$ cat src/verilog/ccis_shim_consts.svh
// CCI-S shim constants
`ifndef CCIS_SHIM_CONSTS_SVH
`define CCIS_SHIM_CONSTS_SVH

// ------------------------------
// Widths
// ------------------------------

// Host line address
`define ADDR_W 32
// Request tag carried through to the response
`define MDATA_W 16
// Narrowed cache line payload
`define DATA_W 64
// Native CSR write width on the host link
`define CSR_W 32

// ------------------------------
// Queue sizing and flow control
// ------------------------------

// Write response queue, also the cap on outstanding writes
`define WR_RSP_DEPTH 16
`define FENCE_DEPTH 8
// Requests the accelerator may still issue once almost-full rises
`define ALM_FULL_THRESH 2

// CSR write to this address is turned into a CSR read
`define CSR_RD_COMPAT_ADDR 16'h0FF0

`endif

$ cat src/verilog/ccis_shim_pkg.sv
// CCI-S shim types
package ccis_shim_pkg;

    // ------------------------------
    // Accelerator side
    // ------------------------------

    // Request type as issued by the accelerator on either channel
    typedef enum logic [2:0]
    {
        REQ_RDLINE_I,
        REQ_RDLINE_S,
        REQ_WRLINE_I,
        REQ_WRLINE_M,
        REQ_WRFENCE
    } req_type_e;

    // Channel 1 response type seen by the accelerator
    typedef enum logic [1:0]
    {
        RSP_WRLINE,
        RSP_WRFENCE
    } rsp_type_e;

    // ------------------------------
    // Host side
    // ------------------------------

    // Host request header encoding, NONE marks a suppressed request
    typedef enum logic [3:0]
    {
        CREQ_NONE = 4'd0,
        CREQ_RDLINE_I,
        CREQ_RDLINE_S,
        CREQ_WRLINE_I,
        CREQ_WRLINE_M,
        CREQ_WRFENCE
    } ccis_req_e;

endpackage

$ cat src/verilog/c1_rsp_merge.sv
// Channel 1 response merger
`timescale 1ns/1ps
`include "ccis_shim_consts.svh"

module c1_rsp_merge
(
    input  logic                      clk,
    input  logic                      reset,
    input  logic                      ccis_c1_rx_wr_valid,
    input  logic [`MDATA_W-1:0]       ccis_c1_rx_mdata,
    input  logic                      wr_issued,
    input  logic [`MDATA_W-1:0]       wr_head_mdata,
    input  logic                      wr_not_empty,
    input  logic [`MDATA_W-1:0]       fence_head_mdata,
    input  logic                      fence_not_empty,
    output logic                      wr_pop,
    output logic                      fence_pop,
    output logic                      c1_rsp_valid,
    output ccis_shim_pkg::rsp_type_e  c1_rsp_type,
    output logic [`MDATA_W-1:0]       c1_rsp_mdata,
    output logic                      writes_alm_full
);

    import ccis_shim_pkg::*;

    localparam int CNT_W = $clog2(`WR_RSP_DEPTH + 1);
    localparam logic [CNT_W-1:0] WR_ALM_LEVEL = CNT_W'(`WR_RSP_DEPTH - `ALM_FULL_THRESH);

    logic                host_valid;
    logic [`MDATA_W-1:0] host_mdata;
    logic [CNT_W-1:0]    wr_count;
    logic                wr_done;

    // Registered host response
    always_ff @(posedge clk)
    begin
        if (reset)
            host_valid <= 1'b0;
        else
            host_valid <= ccis_c1_rx_wr_valid;
        host_mdata <= ccis_c1_rx_mdata;
    end

    // Host first, then queued write responses, then fences
    assign wr_pop       = !host_valid && wr_not_empty;
    assign fence_pop    = !host_valid && !wr_not_empty && fence_not_empty;
    assign c1_rsp_valid = host_valid || wr_not_empty || fence_not_empty;
    assign c1_rsp_type  = fence_pop ? RSP_WRFENCE : RSP_WRLINE;
    assign c1_rsp_mdata = host_valid ? host_mdata :
                          (wr_not_empty ? wr_head_mdata : fence_head_mdata);

    // Outstanding writes, both edges may land in one cycle
    assign wr_done = c1_rsp_valid && (c1_rsp_type == RSP_WRLINE);

    always_ff @(posedge clk)
    begin
        if (reset)
            wr_count <= '0;
        else if (wr_issued && !wr_done)
            wr_count <= wr_count + CNT_W'(1);
        else if (!wr_issued && wr_done)
            wr_count <= wr_count - CNT_W'(1);
    end

    assign writes_alm_full = (wr_count >= WR_ALM_LEVEL);

endmodule

$ cat src/verilog/ccis_shim_top.sv
// CCI-S host link shim
`timescale 1ns/1ps
`include "ccis_shim_consts.svh"

module ccis_shim_top
(
    input  logic                      clk,
    input  logic                      reset,

    // Accelerator requests
    input  logic                      c0_req_valid,
    input  ccis_shim_pkg::req_type_e  c0_req_type,
    input  logic [`ADDR_W-1:0]        c0_req_addr,
    input  logic [`MDATA_W-1:0]       c0_req_mdata,
    input  logic                      c1_req_valid,
    input  ccis_shim_pkg::req_type_e  c1_req_type,
    input  logic [`ADDR_W-1:0]        c1_req_addr,
    input  logic [`MDATA_W-1:0]       c1_req_mdata,
    input  logic [`DATA_W-1:0]        c1_req_data,
    output logic                      c0_tx_alm_full,
    output logic                      c1_tx_alm_full,

    // Host requests
    output logic                      ccis_c0_tx_valid,
    output ccis_shim_pkg::ccis_req_e  ccis_c0_tx_type,
    output logic [`ADDR_W-1:0]        ccis_c0_tx_addr,
    output logic [`MDATA_W-1:0]       ccis_c0_tx_mdata,
    output logic                      ccis_c1_tx_valid,
    output ccis_shim_pkg::ccis_req_e  ccis_c1_tx_type,
    output logic [`ADDR_W-1:0]        ccis_c1_tx_addr,
    output logic [`MDATA_W-1:0]       ccis_c1_tx_mdata,
    output logic [`DATA_W-1:0]        ccis_c1_tx_data,
    input  logic                      ccis_c0_alm_full,
    input  logic                      ccis_c1_alm_full,

    // Host responses
    input  logic                      ccis_c0_rx_rd_valid,
    input  logic                      ccis_c0_rx_wr_valid,
    input  logic                      ccis_c0_rx_csr_valid,
    input  logic [`MDATA_W-1:0]       ccis_c0_rx_mdata,
    input  logic [`DATA_W-1:0]        ccis_c0_rx_data,
    input  logic                      ccis_c1_rx_wr_valid,
    input  logic [`MDATA_W-1:0]       ccis_c1_rx_mdata,

    // Accelerator responses and MMIO
    output logic                      c0_rsp_valid,
    output logic [`MDATA_W-1:0]       c0_rsp_mdata,
    output logic [`DATA_W-1:0]        c0_rsp_data,
    output logic                      mmio_wr_valid,
    output logic                      mmio_rd_valid,
    output logic [`MDATA_W-1:0]       mmio_addr,
    output logic [`DATA_W-1:0]        mmio_data,
    output logic                      c1_rsp_valid,
    output ccis_shim_pkg::rsp_type_e  c1_rsp_type,
    output logic [`MDATA_W-1:0]       c1_rsp_mdata
);

    logic                wr_issued;
    logic                fence_issued;
    logic                fence_alm_full;
    logic                writes_alm_full;
    logic                wr_pop;
    logic                fence_pop;
    logic [`MDATA_W-1:0] wr_head_mdata;
    logic [`MDATA_W-1:0] fence_head_mdata;
    logic                wr_not_empty;
    logic                fence_not_empty;

    tx_translate u_tx (.*);

    rx_c0_map u_rx_c0 (.*);

    // Channel 0 write responses waiting to move to channel 1
    mdata_fifo #(.DEPTH(`WR_RSP_DEPTH), .ALM_THRESH(`ALM_FULL_THRESH)) wr_rsp_q
    (
        .clk        (clk),
        .reset      (reset),
        .push       (ccis_c0_rx_wr_valid),
        .push_mdata (ccis_c0_rx_mdata),
        .pop        (wr_pop),
        .head_mdata (wr_head_mdata),
        .not_empty  (wr_not_empty),
        .alm_full   ()
    );

    // Issued fences awaiting their synthesized response
    mdata_fifo #(.DEPTH(`FENCE_DEPTH), .ALM_THRESH(`ALM_FULL_THRESH)) fence_q
    (
        .clk        (clk),
        .reset      (reset),
        .push       (fence_issued),
        .push_mdata (c1_req_mdata),
        .pop        (fence_pop),
        .head_mdata (fence_head_mdata),
        .not_empty  (fence_not_empty),
        .alm_full   (fence_alm_full)
    );

    c1_rsp_merge u_merge (.*);

endmodule

$ cat src/verilog/mdata_fifo.sv
// Request tag FIFO
`timescale 1ns/1ps
`include "ccis_shim_consts.svh"

module mdata_fifo
#(
    parameter int DEPTH      = 16,
    parameter int ALM_THRESH = 2
)
(
    input  logic                clk,
    input  logic                reset,
    input  logic                push,
    input  logic [`MDATA_W-1:0] push_mdata,
    input  logic                pop,
    output logic [`MDATA_W-1:0] head_mdata,
    output logic                not_empty,
    output logic                alm_full
);

    localparam int PTR_W = $clog2(DEPTH);
    localparam int CNT_W = $clog2(DEPTH + 1);
    localparam logic [CNT_W-1:0] ALM_LEVEL = CNT_W'(DEPTH - ALM_THRESH);

    logic [`MDATA_W-1:0] mem [DEPTH];
    logic [PTR_W-1:0]    wr_ptr;
    logic [PTR_W-1:0]    rd_ptr;
    logic [CNT_W-1:0]    count;
    logic                full;
    logic                do_push;
    logic                do_pop;

    assign full       = (count == CNT_W'(DEPTH));
    assign do_push    = push && !full;
    assign do_pop     = pop && not_empty;
    assign not_empty  = (count != '0);
    assign alm_full   = (count >= ALM_LEVEL);
    assign head_mdata = mem[rd_ptr];

    // Storage
    always_ff @(posedge clk)
    begin
        if (do_push)
            mem[wr_ptr] <= push_mdata;
    end

    // Pointers and occupancy
    always_ff @(posedge clk)
    begin
        if (reset)
        begin
            wr_ptr <= '0;
            rd_ptr <= '0;
            count  <= '0;
        end
        else
        begin
            if (do_push)
                wr_ptr <= (wr_ptr == PTR_W'(DEPTH - 1)) ? '0 : wr_ptr + PTR_W'(1);
            if (do_pop)
                rd_ptr <= (rd_ptr == PTR_W'(DEPTH - 1)) ? '0 : rd_ptr + PTR_W'(1);
            case ({do_push, do_pop})
                2'b10:   count <= count + CNT_W'(1);
                2'b01:   count <= count - CNT_W'(1);
                default: count <= count;
            endcase
        end
    end

endmodule

$ cat src/verilog/rx_c0_map.sv
// Channel 0 receive mapping
`timescale 1ns/1ps
`include "ccis_shim_consts.svh"

module rx_c0_map
(
    input  logic                clk,
    input  logic                reset,

    input  logic                ccis_c0_rx_rd_valid,
    input  logic                ccis_c0_rx_csr_valid,
    input  logic [`MDATA_W-1:0] ccis_c0_rx_mdata,
    input  logic [`DATA_W-1:0]  ccis_c0_rx_data,

    output logic                c0_rsp_valid,
    output logic [`MDATA_W-1:0] c0_rsp_mdata,
    output logic [`DATA_W-1:0]  c0_rsp_data,
    output logic                mmio_wr_valid,
    output logic                mmio_rd_valid,
    output logic [`MDATA_W-1:0] mmio_addr,
    output logic [`DATA_W-1:0]  mmio_data
);

    // Low word of the last CSR write, becomes the next write's high half
    logic [`CSR_W-1:0] csr_low_prev;
    logic              csr_is_rd;

    // Compatibility mode read, the CSR address sits in the data
    assign csr_is_rd = (ccis_c0_rx_mdata == `CSR_RD_COMPAT_ADDR);

    // ------------------------------
    // Control
    // ------------------------------
    always_ff @(posedge clk)
    begin
        if (reset)
        begin
            c0_rsp_valid  <= 1'b0;
            mmio_wr_valid <= 1'b0;
            mmio_rd_valid <= 1'b0;
        end
        else
        begin
            c0_rsp_valid  <= ccis_c0_rx_rd_valid;
            mmio_wr_valid <= ccis_c0_rx_csr_valid && !csr_is_rd;
            mmio_rd_valid <= ccis_c0_rx_csr_valid && csr_is_rd;
        end
    end

    // ------------------------------
    // Payload
    // ------------------------------
    always_ff @(posedge clk)
    begin
        c0_rsp_mdata <= ccis_c0_rx_mdata;
        c0_rsp_data  <= ccis_c0_rx_data;

        if (ccis_c0_rx_csr_valid)
        begin
            csr_low_prev <= ccis_c0_rx_data[`CSR_W-1:0];
            mmio_data    <= {csr_low_prev, ccis_c0_rx_data[`CSR_W-1:0]};
            if (csr_is_rd)
                mmio_addr <= ccis_c0_rx_data[`MDATA_W-1:0];
            else
                mmio_addr <= ccis_c0_rx_mdata;
        end
    end

endmodule

$ cat src/verilog/tx_translate.sv
// Request header translation
`timescale 1ns/1ps
`include "ccis_shim_consts.svh"

module tx_translate
(
    input  logic                      clk,
    input  logic                      reset,

    input  logic                      c0_req_valid,
    input  ccis_shim_pkg::req_type_e  c0_req_type,
    input  logic [`ADDR_W-1:0]        c0_req_addr,
    input  logic [`MDATA_W-1:0]       c0_req_mdata,
    input  logic                      c1_req_valid,
    input  ccis_shim_pkg::req_type_e  c1_req_type,
    input  logic [`ADDR_W-1:0]        c1_req_addr,
    input  logic [`MDATA_W-1:0]       c1_req_mdata,
    input  logic [`DATA_W-1:0]        c1_req_data,

    input  logic                      ccis_c0_alm_full,
    input  logic                      ccis_c1_alm_full,
    input  logic                      fence_alm_full,
    input  logic                      writes_alm_full,

    output logic                      ccis_c0_tx_valid,
    output ccis_shim_pkg::ccis_req_e  ccis_c0_tx_type,
    output logic [`ADDR_W-1:0]        ccis_c0_tx_addr,
    output logic [`MDATA_W-1:0]       ccis_c0_tx_mdata,
    output logic                      ccis_c1_tx_valid,
    output ccis_shim_pkg::ccis_req_e  ccis_c1_tx_type,
    output logic [`ADDR_W-1:0]        ccis_c1_tx_addr,
    output logic [`MDATA_W-1:0]       ccis_c1_tx_mdata,
    output logic [`DATA_W-1:0]        ccis_c1_tx_data,

    output logic                      c0_tx_alm_full,
    output logic                      c1_tx_alm_full,
    output logic                      wr_issued,
    output logic                      fence_issued
);

    import ccis_shim_pkg::*;

    ccis_req_e c0_map;
    ccis_req_e c1_map;
    logic      gate_open;

    // Requests pass only once the shim has left reset
    always_ff @(posedge clk)
    begin
        if (reset)
            gate_open <= 1'b0;
        else
            gate_open <= 1'b1;
    end

    // Channel 0 carries reads only
    always_comb
    begin
        case (c0_req_type)
            REQ_RDLINE_I: c0_map = CREQ_RDLINE_I;
            REQ_RDLINE_S: c0_map = CREQ_RDLINE_S;
            default:      c0_map = CREQ_NONE;
        endcase
    end

    // Channel 1 carries writes and fences
    always_comb
    begin
        case (c1_req_type)
            REQ_WRLINE_I: c1_map = CREQ_WRLINE_I;
            REQ_WRLINE_M: c1_map = CREQ_WRLINE_M;
            REQ_WRFENCE:  c1_map = CREQ_WRFENCE;
            default:      c1_map = CREQ_NONE;
        endcase
    end

    assign ccis_c0_tx_valid = gate_open && c0_req_valid && (c0_map != CREQ_NONE);
    assign ccis_c0_tx_type  = c0_map;
    assign ccis_c0_tx_addr  = c0_req_addr;
    assign ccis_c0_tx_mdata = c0_req_mdata;

    assign ccis_c1_tx_valid = gate_open && c1_req_valid && (c1_map != CREQ_NONE);
    assign ccis_c1_tx_type  = c1_map;
    assign ccis_c1_tx_addr  = c1_req_addr;
    assign ccis_c1_tx_mdata = c1_req_mdata;
    assign ccis_c1_tx_data  = c1_req_data;

    // Issue strobes feed the fence queue and the outstanding write count
    assign fence_issued = ccis_c1_tx_valid && (c1_map == CREQ_WRFENCE);
    assign wr_issued    = ccis_c1_tx_valid && (c1_map != CREQ_WRFENCE);

    assign c0_tx_alm_full = ccis_c0_alm_full;
    assign c1_tx_alm_full = ccis_c1_alm_full || fence_alm_full || writes_alm_full;

endmodule
$ cat config.mk
export PLATFORM = sky130hd
export DESIGN_NAME = ccis_shim_top
export DESIGN_NICKNAME = d
export VERILOG_FILES = /design/src/verilog/ccis_shim_pkg.sv /design/src/verilog/c1_rsp_merge.sv /design/src/verilog/ccis_shim_top.sv /design/src/verilog/mdata_fifo.sv /design/src/verilog/rx_c0_map.sv /design/src/verilog/tx_translate.sv
export VERILOG_INCLUDE_DIRS = /design/src /design/src/verilog
export SDC_FILE = /design/constraint.sdc
export NUM_CORES = 1
export LEC_CHECK = 0
export BUFFER_PORTS_ARGS = -buffer_cell sky130_fd_sc_hd__clkbuf_2
export CAP_MARGIN = 20
export CELL_PAD_IN_SITES_DETAIL_PLACEMENT = 0
export CELL_PAD_IN_SITES_GLOBAL_PLACEMENT = 1
export CORE_AREA = 3 3 243 245
export DETAILED_ROUTE_END_ITERATION = 10
export DIE_AREA = 0 0 246 248
export PLACE_DENSITY_LB_ADDON = 0.12
export SYNTH_ARGS = -nofsm -noshare
export SYNTH_HDL_FRONTEND = slang
export SYNTH_SLANG_ARGS = --single-unit
$ cat constraint.sdc
create_clock -name clk -period 4.7 [get_ports clk]
set_input_delay 0.235 -clock clk [delete_from_list [all_inputs] [get_ports clk]]
set_output_delay 0.235 -clock clk [all_outputs]
set_load 0.03 [all_outputs]
==> metrics, run 1 <==
total inserted antenna cells 0; maximum vdd ir drop 226.9 uV; Post-synth top flop sky130_fd_sc_hd__edfxtp_1; largest cells by area after synthesis sky130_fd_sc_hd__edfxtp_1, sky130_fd_sc_hd__dfxtp_1, sky130_fd_sc_hd__buf_4; Max Cap Viol 0; width of the die 246 um; Yosys reg bits 600; CP Class reg2out; vias in the first global route about 13000; initial core utilization 39.64%; number of nets with antenna violations after detailed routing 0; vias per std cell 5.035; post-route insts no fill 2537; first-pass GRT wire length roughly 86000 um; number of primary I/O pins 626; Netlist Area Pre-Place 22740 um2; max_slew headroom 29.58%; share of the yosys chip area belonging to registers 73.24%; kind of path behind the tightest hold check in2reg; global route overflow 0; number of slew-limit violations in the final report 0; average footprint of a synthesized cell 16.27 um2; # placed instances 2314; remaining routing DRC violations 0; Commonest cells post-synth sky130_fd_sc_hd__edfxtp_1, sky130_fd_sc_hd__buf_4, sky130_fd_sc_hd__dfxtp_1; Post-Route Setup TNS 0 ns; half-perimeter wire length after detailed placement 38570 um; total number of H-tree levels 3; Critical Path Start Type flop; reported leakage power 9.900 nW; synthesis-to-layout area growth 20.79%; number of antenna violations at the first check in global routing 1; Final #Nets 2015; critical path peak fanout 17; power density relative to cell area 489.8 nW/um2; critical path's largest stage delay roughly 0.53 ns; buffers and inverters on the worst path 2; Worst EP arrival 3.30 ns; Final Hold Fails 0; violation count after the first detailed-route iteration 760; Total Die Area 61010 um2; crit-path leading delay family simple AND/OR/NAND/NOR gates; critical path's most frequent cell sky130_fd_sc_hd__nand2b_1; worst-margin pin slew 1.056 ns; RePlAce Congestion 0.7593; async set-or-reset flop fraction in the synthesized netlist 0%; overall global routing resource usage 19.20%; CTS tree yes; Inserted Clock Buffers between 60 and 70; number of buffers inserted by port buffering between 300 and 400; crit path time final 3.535 ns; count of flip-flops with a built-in enable after synthesis 464; final WL 59050 um; number of different library cells in the post-synthesis netlist 47; result of the run finished, final reports clean; largest net degree at the start of global routing 83; endpoint class of the critical path output port; slowest stage cell on the critical path sky130_fd_sc_hd__nand2b_1; Core Region 57370 um2; library cell with the highest instance count after synthesis sky130_fd_sc_hd__edfxtp_1; CP required 4.47 ns; Die Ht 248 um; share of layout cells above drive strength 1 30.25%; vias after detailed routing 12770; number of rows in the core area 88; root buffer cell sky130_fd_sc_hd__clkbuf_16; Final period util between 70% and 80%; Synth top area share 61.27%; setup repair after global routing missed its margin false; total number of clock tree sinks 600; cell chain of the critical path nor4_4 > nor3b_4 > buf_4 > nand2b_1 > nand2b_1 > nand4_1 > clkbuf_2; Longest Clk Path Bufs 3; number of iterations in the first detailed-routing pass 5; average wire length per cell after detail routing 23.27 um; Fmax 282.9 MHz; gate count of the mapped netlist around 1400; cell type contributing the most total cell area after synthesis sky130_fd_sc_hd__edfxtp_1; overall power of the completed layout 0.01345 W; clock transition time at the flip-flop clock pins of the worst setup and hold paths 0.06 ns; Max Clock Skew 0.02829 ns; clock network latency to the later pin of the worst-skew pair 0.59 ns; yosys warns 0; total of endpoints with negative setup slack in the final report 0
## power by group
part	internal, W	switching (W)
clock	0.00303	0.00207
combinational	0.000743	0.00157
sequential	0.00593	0.000108
total	0.00970	0.00375
## flip-flops by register name, indices dropped and copies added (netlist names), 5 cells and up, named ones only
name and flops:
u_merge.host_mdata 16, u_rx_c0.mmio_addr 16, u_rx_c0.csr_low_prev 31, u_rx_c0.mmio_data 33, u_rx_c0.c0_rsp_data 64, wr_rsp_q.count 5, wr_rsp_q.mem 256, u_rx_c0.c0_rsp_mdata 16
fence_q.mem 128, u_merge.wr_count 5
## layer usage
metal | wire (um) | track usage (%) | part of all wire, % | vias up
met3 | 4271 | 5.521 | 7.2 | 116
met2 | 28490 | 30.85 | 48 | 461
met4 | 1560 | 6.912 | 2.6 | 0
li1 | - | - | - | 5774
met5 | 0 | 0 | 0 | -
met1 | 24730 | 24.92 | 42 | 6422
## cell type report
| type | instances | area, um2 |
|---|---|---|
| clock buffers | 92 | 1954 |
| well taps | 765 | 957.2 |
| fillers | 4997 | 29900 |
| multi-input cells | 558 | 4584 |
| flip-flops and latches | 600 | 16660 |
| inverters | 16 | 60.06 |
| clock inverters | 29 | 216.5 |
| repair buffers | 477 | 3034 |
## through the flow
step	cell area (um2)	hold slack, ns	util, %	setup WS, ns
CTS	27450	0.001606	47.85	1.045
global placement	24280	0.3379	42.32	1.711
detailed placement	24280	0.3389	42.32	1.713
global route	27470	0.01107	47.88	0.9168
floorplan	22750	0.2627	-	1.696
finish	27470	0.03371	47.88	1.165
## cells in the final DEF, fill, tap and decap left out, drive strengths merged, types with 4 or more instances in the layout
master | Yosys | final
mux2 | 6 | 6
a211oi | 32 | 32
o21ai | 7 | 7
dfxtp | 136 | 136
a21boi | 4 | 4
mux2i | 104 | 104
dlygate4sd3 | 0 | 100
a21o | 12 | 12
nor2b | 39 | 39
a32oi | 16 | 16
a22oi | 33 | 33
clkbuf | 40 | 422
xnor2 | 5 | 5
nand3 | 35 | 35
mux4 | 32 | 32
inv | 16 | 21
ha | 20 | 20
or3 | 4 | 4
nor3b | 4 | 4
nand2b | 24 | 24
nand4 | 16 | 16
nor2 | 48 | 48
edfxtp | 464 | 464
nand2 | 18 | 18
conb | 1 | 4
a21oi | 54 | 54
buf | 187 | 47
clkinv | 0 | 22
nor3 | 12 | 12
xor2 | 7 | 7
## worst paths after layout
kind / from / end / slack (ns) / cells past startpoint
worst min register to register: u_rx_c0.csr_low_prev[29] / u_rx_c0.mmio_data[61] / 0.45 / 0
worst max register to register: wr_rsp_q.count[0] / wr_rsp_q.count[4] / 1.69 / 12
worst max-delay path: wr_rsp_q.count[0] / c1_rsp_mdata[6] / 1.17 / 7
worst min-delay path: c1_req_mdata[6] / fence_q.mem[2][6] / 0.03 / 1
## timing repair
| item | 4_1_cts | 5_1_grt |
|---|---|---|
| endpoints found under the hold margin | 251 | 0 |
| hold buffers | 100 | 0 |
| setup endpoints to repair | 0 | 0 |
| buffers inserted | 0 | 0 |
| resized for setup | 0 | 0 |
## cell families after synthesis
logic type	after synthesis	share of synthesized area, %
other	1	0.01649
AO/OA/AOI/OAI	163	4.853
flip-flops	600	73.24
buffers and inverters	243	6.883
multiplexers	142	8.044
AND/OR/NAND/NOR	215	5.221
adder cells (fa/ha/maj)	22	1.276
XOR/XNOR	12	0.4622
Power figures use the tool's default switching activity.
==> run 2, diff against run 1 <==
--- a/config.mk
+++ b/config.mk
@@ -10,9 +10,9 @@
 export CAP_MARGIN = 20
 export CELL_PAD_IN_SITES_DETAIL_PLACEMENT = 0
 export CELL_PAD_IN_SITES_GLOBAL_PLACEMENT = 1
-export CORE_AREA = 3 3 243 245
+export CORE_AREA = 3 3 241 243
 export DETAILED_ROUTE_END_ITERATION = 10
-export DIE_AREA = 0 0 246 248
+export DIE_AREA = 0 0 244 246
 export PLACE_DENSITY_LB_ADDON = 0.12
 export SYNTH_ARGS = -nofsm -noshare
 export SYNTH_HDL_FRONTEND = slang
==> constraint.sdc (replaced) <==
create_clock -name clk -period 3.7 [get_ports clk]
set_input_delay 0.185 -clock clk [delete_from_list [all_inputs] [get_ports clk]]
set_output_delay 0.185 -clock clk [all_outputs]
set_load 0.03 [all_outputs]
==> metrics, run 2 (synthesis gave the netlist of run 1 again) <==
Final Hold Fails 0 (unchanged); number of buffers inserted by port buffering 331 (unchanged); remaining routing DRC violations 0 (unchanged); multi-input logic area 4579 um2 (-0.11%); CP required 3.51 ns (-0.96 ns); root buffer cell sky130_fd_sc_hd__clkbuf_16; core occupancy in the finished layout 48.77% (+0.89 points); Max Cap Viol 0 (unchanged); max reg flops 256 (unchanged); # placed instances 2308 (-0.26%); overall power of the completed layout 0.01689 W (+26%); clock transition time at the flip-flop clock pins of the worst setup and hold paths 0.05 ns (about the same); reported leakage power 9.860 nW (-0.40%); Max Clock Skew 0.02173 ns (-0.006567 ns); violation count after the first detailed-route iteration 725 (-4.6%); width of the die 244 um (-0.81%); worst-margin pin slew 1.037 ns (-0.01920 ns); Final #Nets 2020 (+0.25%); RePlAce Congestion 0.7449 (-1.9%); overall global routing resource usage 19.74% (+0.54 points); Fillers 4856 (-2.8%); total number of H-tree levels 3 (unchanged); vias after detailed routing 12690 (-0.66%); post-route insts no fill 2534 (-0.12%); average wire length per cell after detail routing 23.57 um (+1.3%); final WL 59730 um (+1.2%); most common library cell in the layout ignoring fill and taps sky130_fd_sc_hd__edfxtp_1; Total Die Area 60020 um2 (-1.6%); post_cts resized 0 (unchanged); Final period util 84.37%; critical path peak fanout 18 (+1); number of iterations in the first detailed-routing pass 6 (+1); initial core utilization 40.49% (+0.84 points); CP Class reg2out; number of nets with antenna violations after detailed routing 0 (unchanged); power density relative to cell area 616.5 nW/um2 (+26%); endpoint class of the critical path output port; clock network latency to the later pin of the worst-skew pair 0.59 ns (about the same); biggest regs wr_rsp_q.mem (256), fence_q.mem (128), u_rx_c0.c0_rsp_data (64); number of cells on the worst hold path 1 (unchanged); crit path time final 3.122 ns; synthesis-to-layout area growth 20.47%; setup repair after global routing missed its margin false; half-perimeter wire length after detailed placement 38340 um (-0.61%); maximum vdd ir drop 403.0 uV (+78%); Core Region 56170 um2 (-2.1%); number of slew-limit violations in the final report 0 (unchanged); number of primary I/O pins 626 (unchanged); Die Ht 246 um (-0.81%); total of endpoints with negative setup slack in the final report 0 (unchanged); number of rows in the core area 87 (-1.1%); Critical Path Start Type flop; first-pass GRT wire length 86430 um (+1.0%); total number of clock tree sinks 600 (unchanged); global route overflow 0 (unchanged); vias in the first global route 13240 (+2.2%); Inserted Clock Buffers 66 (-2.9%); Worst EP arrival 2.94 ns (-0.36 ns); FF+latch area 16660 um2 (unchanged); result of the run finished, final reports clean; Longest Clk Path Bufs 3 (unchanged); vias per std cell 5.007 (-0.54%); Fmax about 320 MHz; number of antenna violations at the first check in global routing 0 (-1); largest net degree at the start of global routing 83 (unchanged); max_slew headroom 30.86% (+1.3 points); CTS tree yes; share of layout cells above drive strength 1 29.53% (-0.72 points); Worst R2R Path Depth 12 (unchanged); Largest Register wr_rsp_q.mem; kind of path behind the tightest hold check in2reg; most frequent cells in the layout sky130_fd_sc_hd__edfxtp_1, sky130_fd_sc_hd__clkbuf_2, sky130_fd_sc_hd__dfxtp_1; Post-Route Setup TNS 0 ns (unchanged); total inserted antenna cells 0 (unchanged)
## run 2: cell types whose count changed in the layout (fill, tap and decap cells not counted), sizes merged
cell	change
buf	+1
clkbuf	+4
inv	-1
clkinvlp	+2
clkinv	-5
bufinv	-1
dlygate4sd3	+6
## run 2: metrics by stage
stage          hold WS (ns)  instance area (um2)  setup WS, ns
2_1_floorplan        0.2127                22750        0.6960
3_3_place_gp         0.2870                24280        0.6920
3_5_place_dp         0.2889                24280        0.6558
5_1_grt             0.01342                27400        0.3763
6_report            0.03298                27400        0.5784
4_1_cts             0.01435                27400        0.4598
## run 2: worst paths after layout
path	from	end	slack, ns
hold reg to reg	u_rx_c0.csr_low_prev[18]	u_rx_c0.mmio_data[50]	0.45
setup reg to reg	wr_rsp_q.count[0]	wr_rsp_q.count[4]	0.65
setup / recovery	wr_rsp_q.count[0]	c1_rsp_mdata[0]	0.58
hold / removal	ccis_c0_rx_mdata[6]	u_rx_c0.c0_rsp_mdata[6]	0.03
## run 2: routing by layer
metal,track usage (%),share of wire (%),up-vias
met5,0.6536,0.095,-
met4,8.386,4.1,2
met3,5.768,6.5,191
met2,33.28,49,432
met1,23.65,40,6298
li1,-,-,5766
## run 2: area by class of cell
| class | instances | area share (%) |
|---|---|---|
| sequential | 600 | 60.81 |
| tap | 756 | 3.453 |
| timing repair buffer | 484 | 11.31 |
| clock buffer | 96 | 6.851 |
| multi-input combinational | 558 | 16.72 |
| clock inverter | 24 | 0.6394 |
| inverter | 16 | 0.2192 |
## run 2: critical path, stage by stage (launching register included)
cell	delay, ns
sky130_fd_sc_hd__dfxtp_1	0.36
sky130_fd_sc_hd__nor4_4	0.37
sky130_fd_sc_hd__nor3b_4	0.32
sky130_fd_sc_hd__buf_4	0.33
sky130_fd_sc_hd__nand2b_1	0.08
sky130_fd_sc_hd__buf_4	0.21
sky130_fd_sc_hd__nand2b_1	0.22
sky130_fd_sc_hd__nand4_1	0.20
sky130_fd_sc_hd__clkbuf_2	0.25
## run 2: power by group
group	leakage [nW]	internal [W]	switching, W
sequential	5.38	0.00753	0.000145
combinational	3.48	0.000963	0.00206
clock	0.997	0.00361	0.00258
total	9.86	0.0121	0.00479
## run 2: what timing repair did
item | in CTS | in global routing
hold buffers | 106 | 0
setup buffers | 0 | 0
endpoints found under the hold margin | 266 | 0
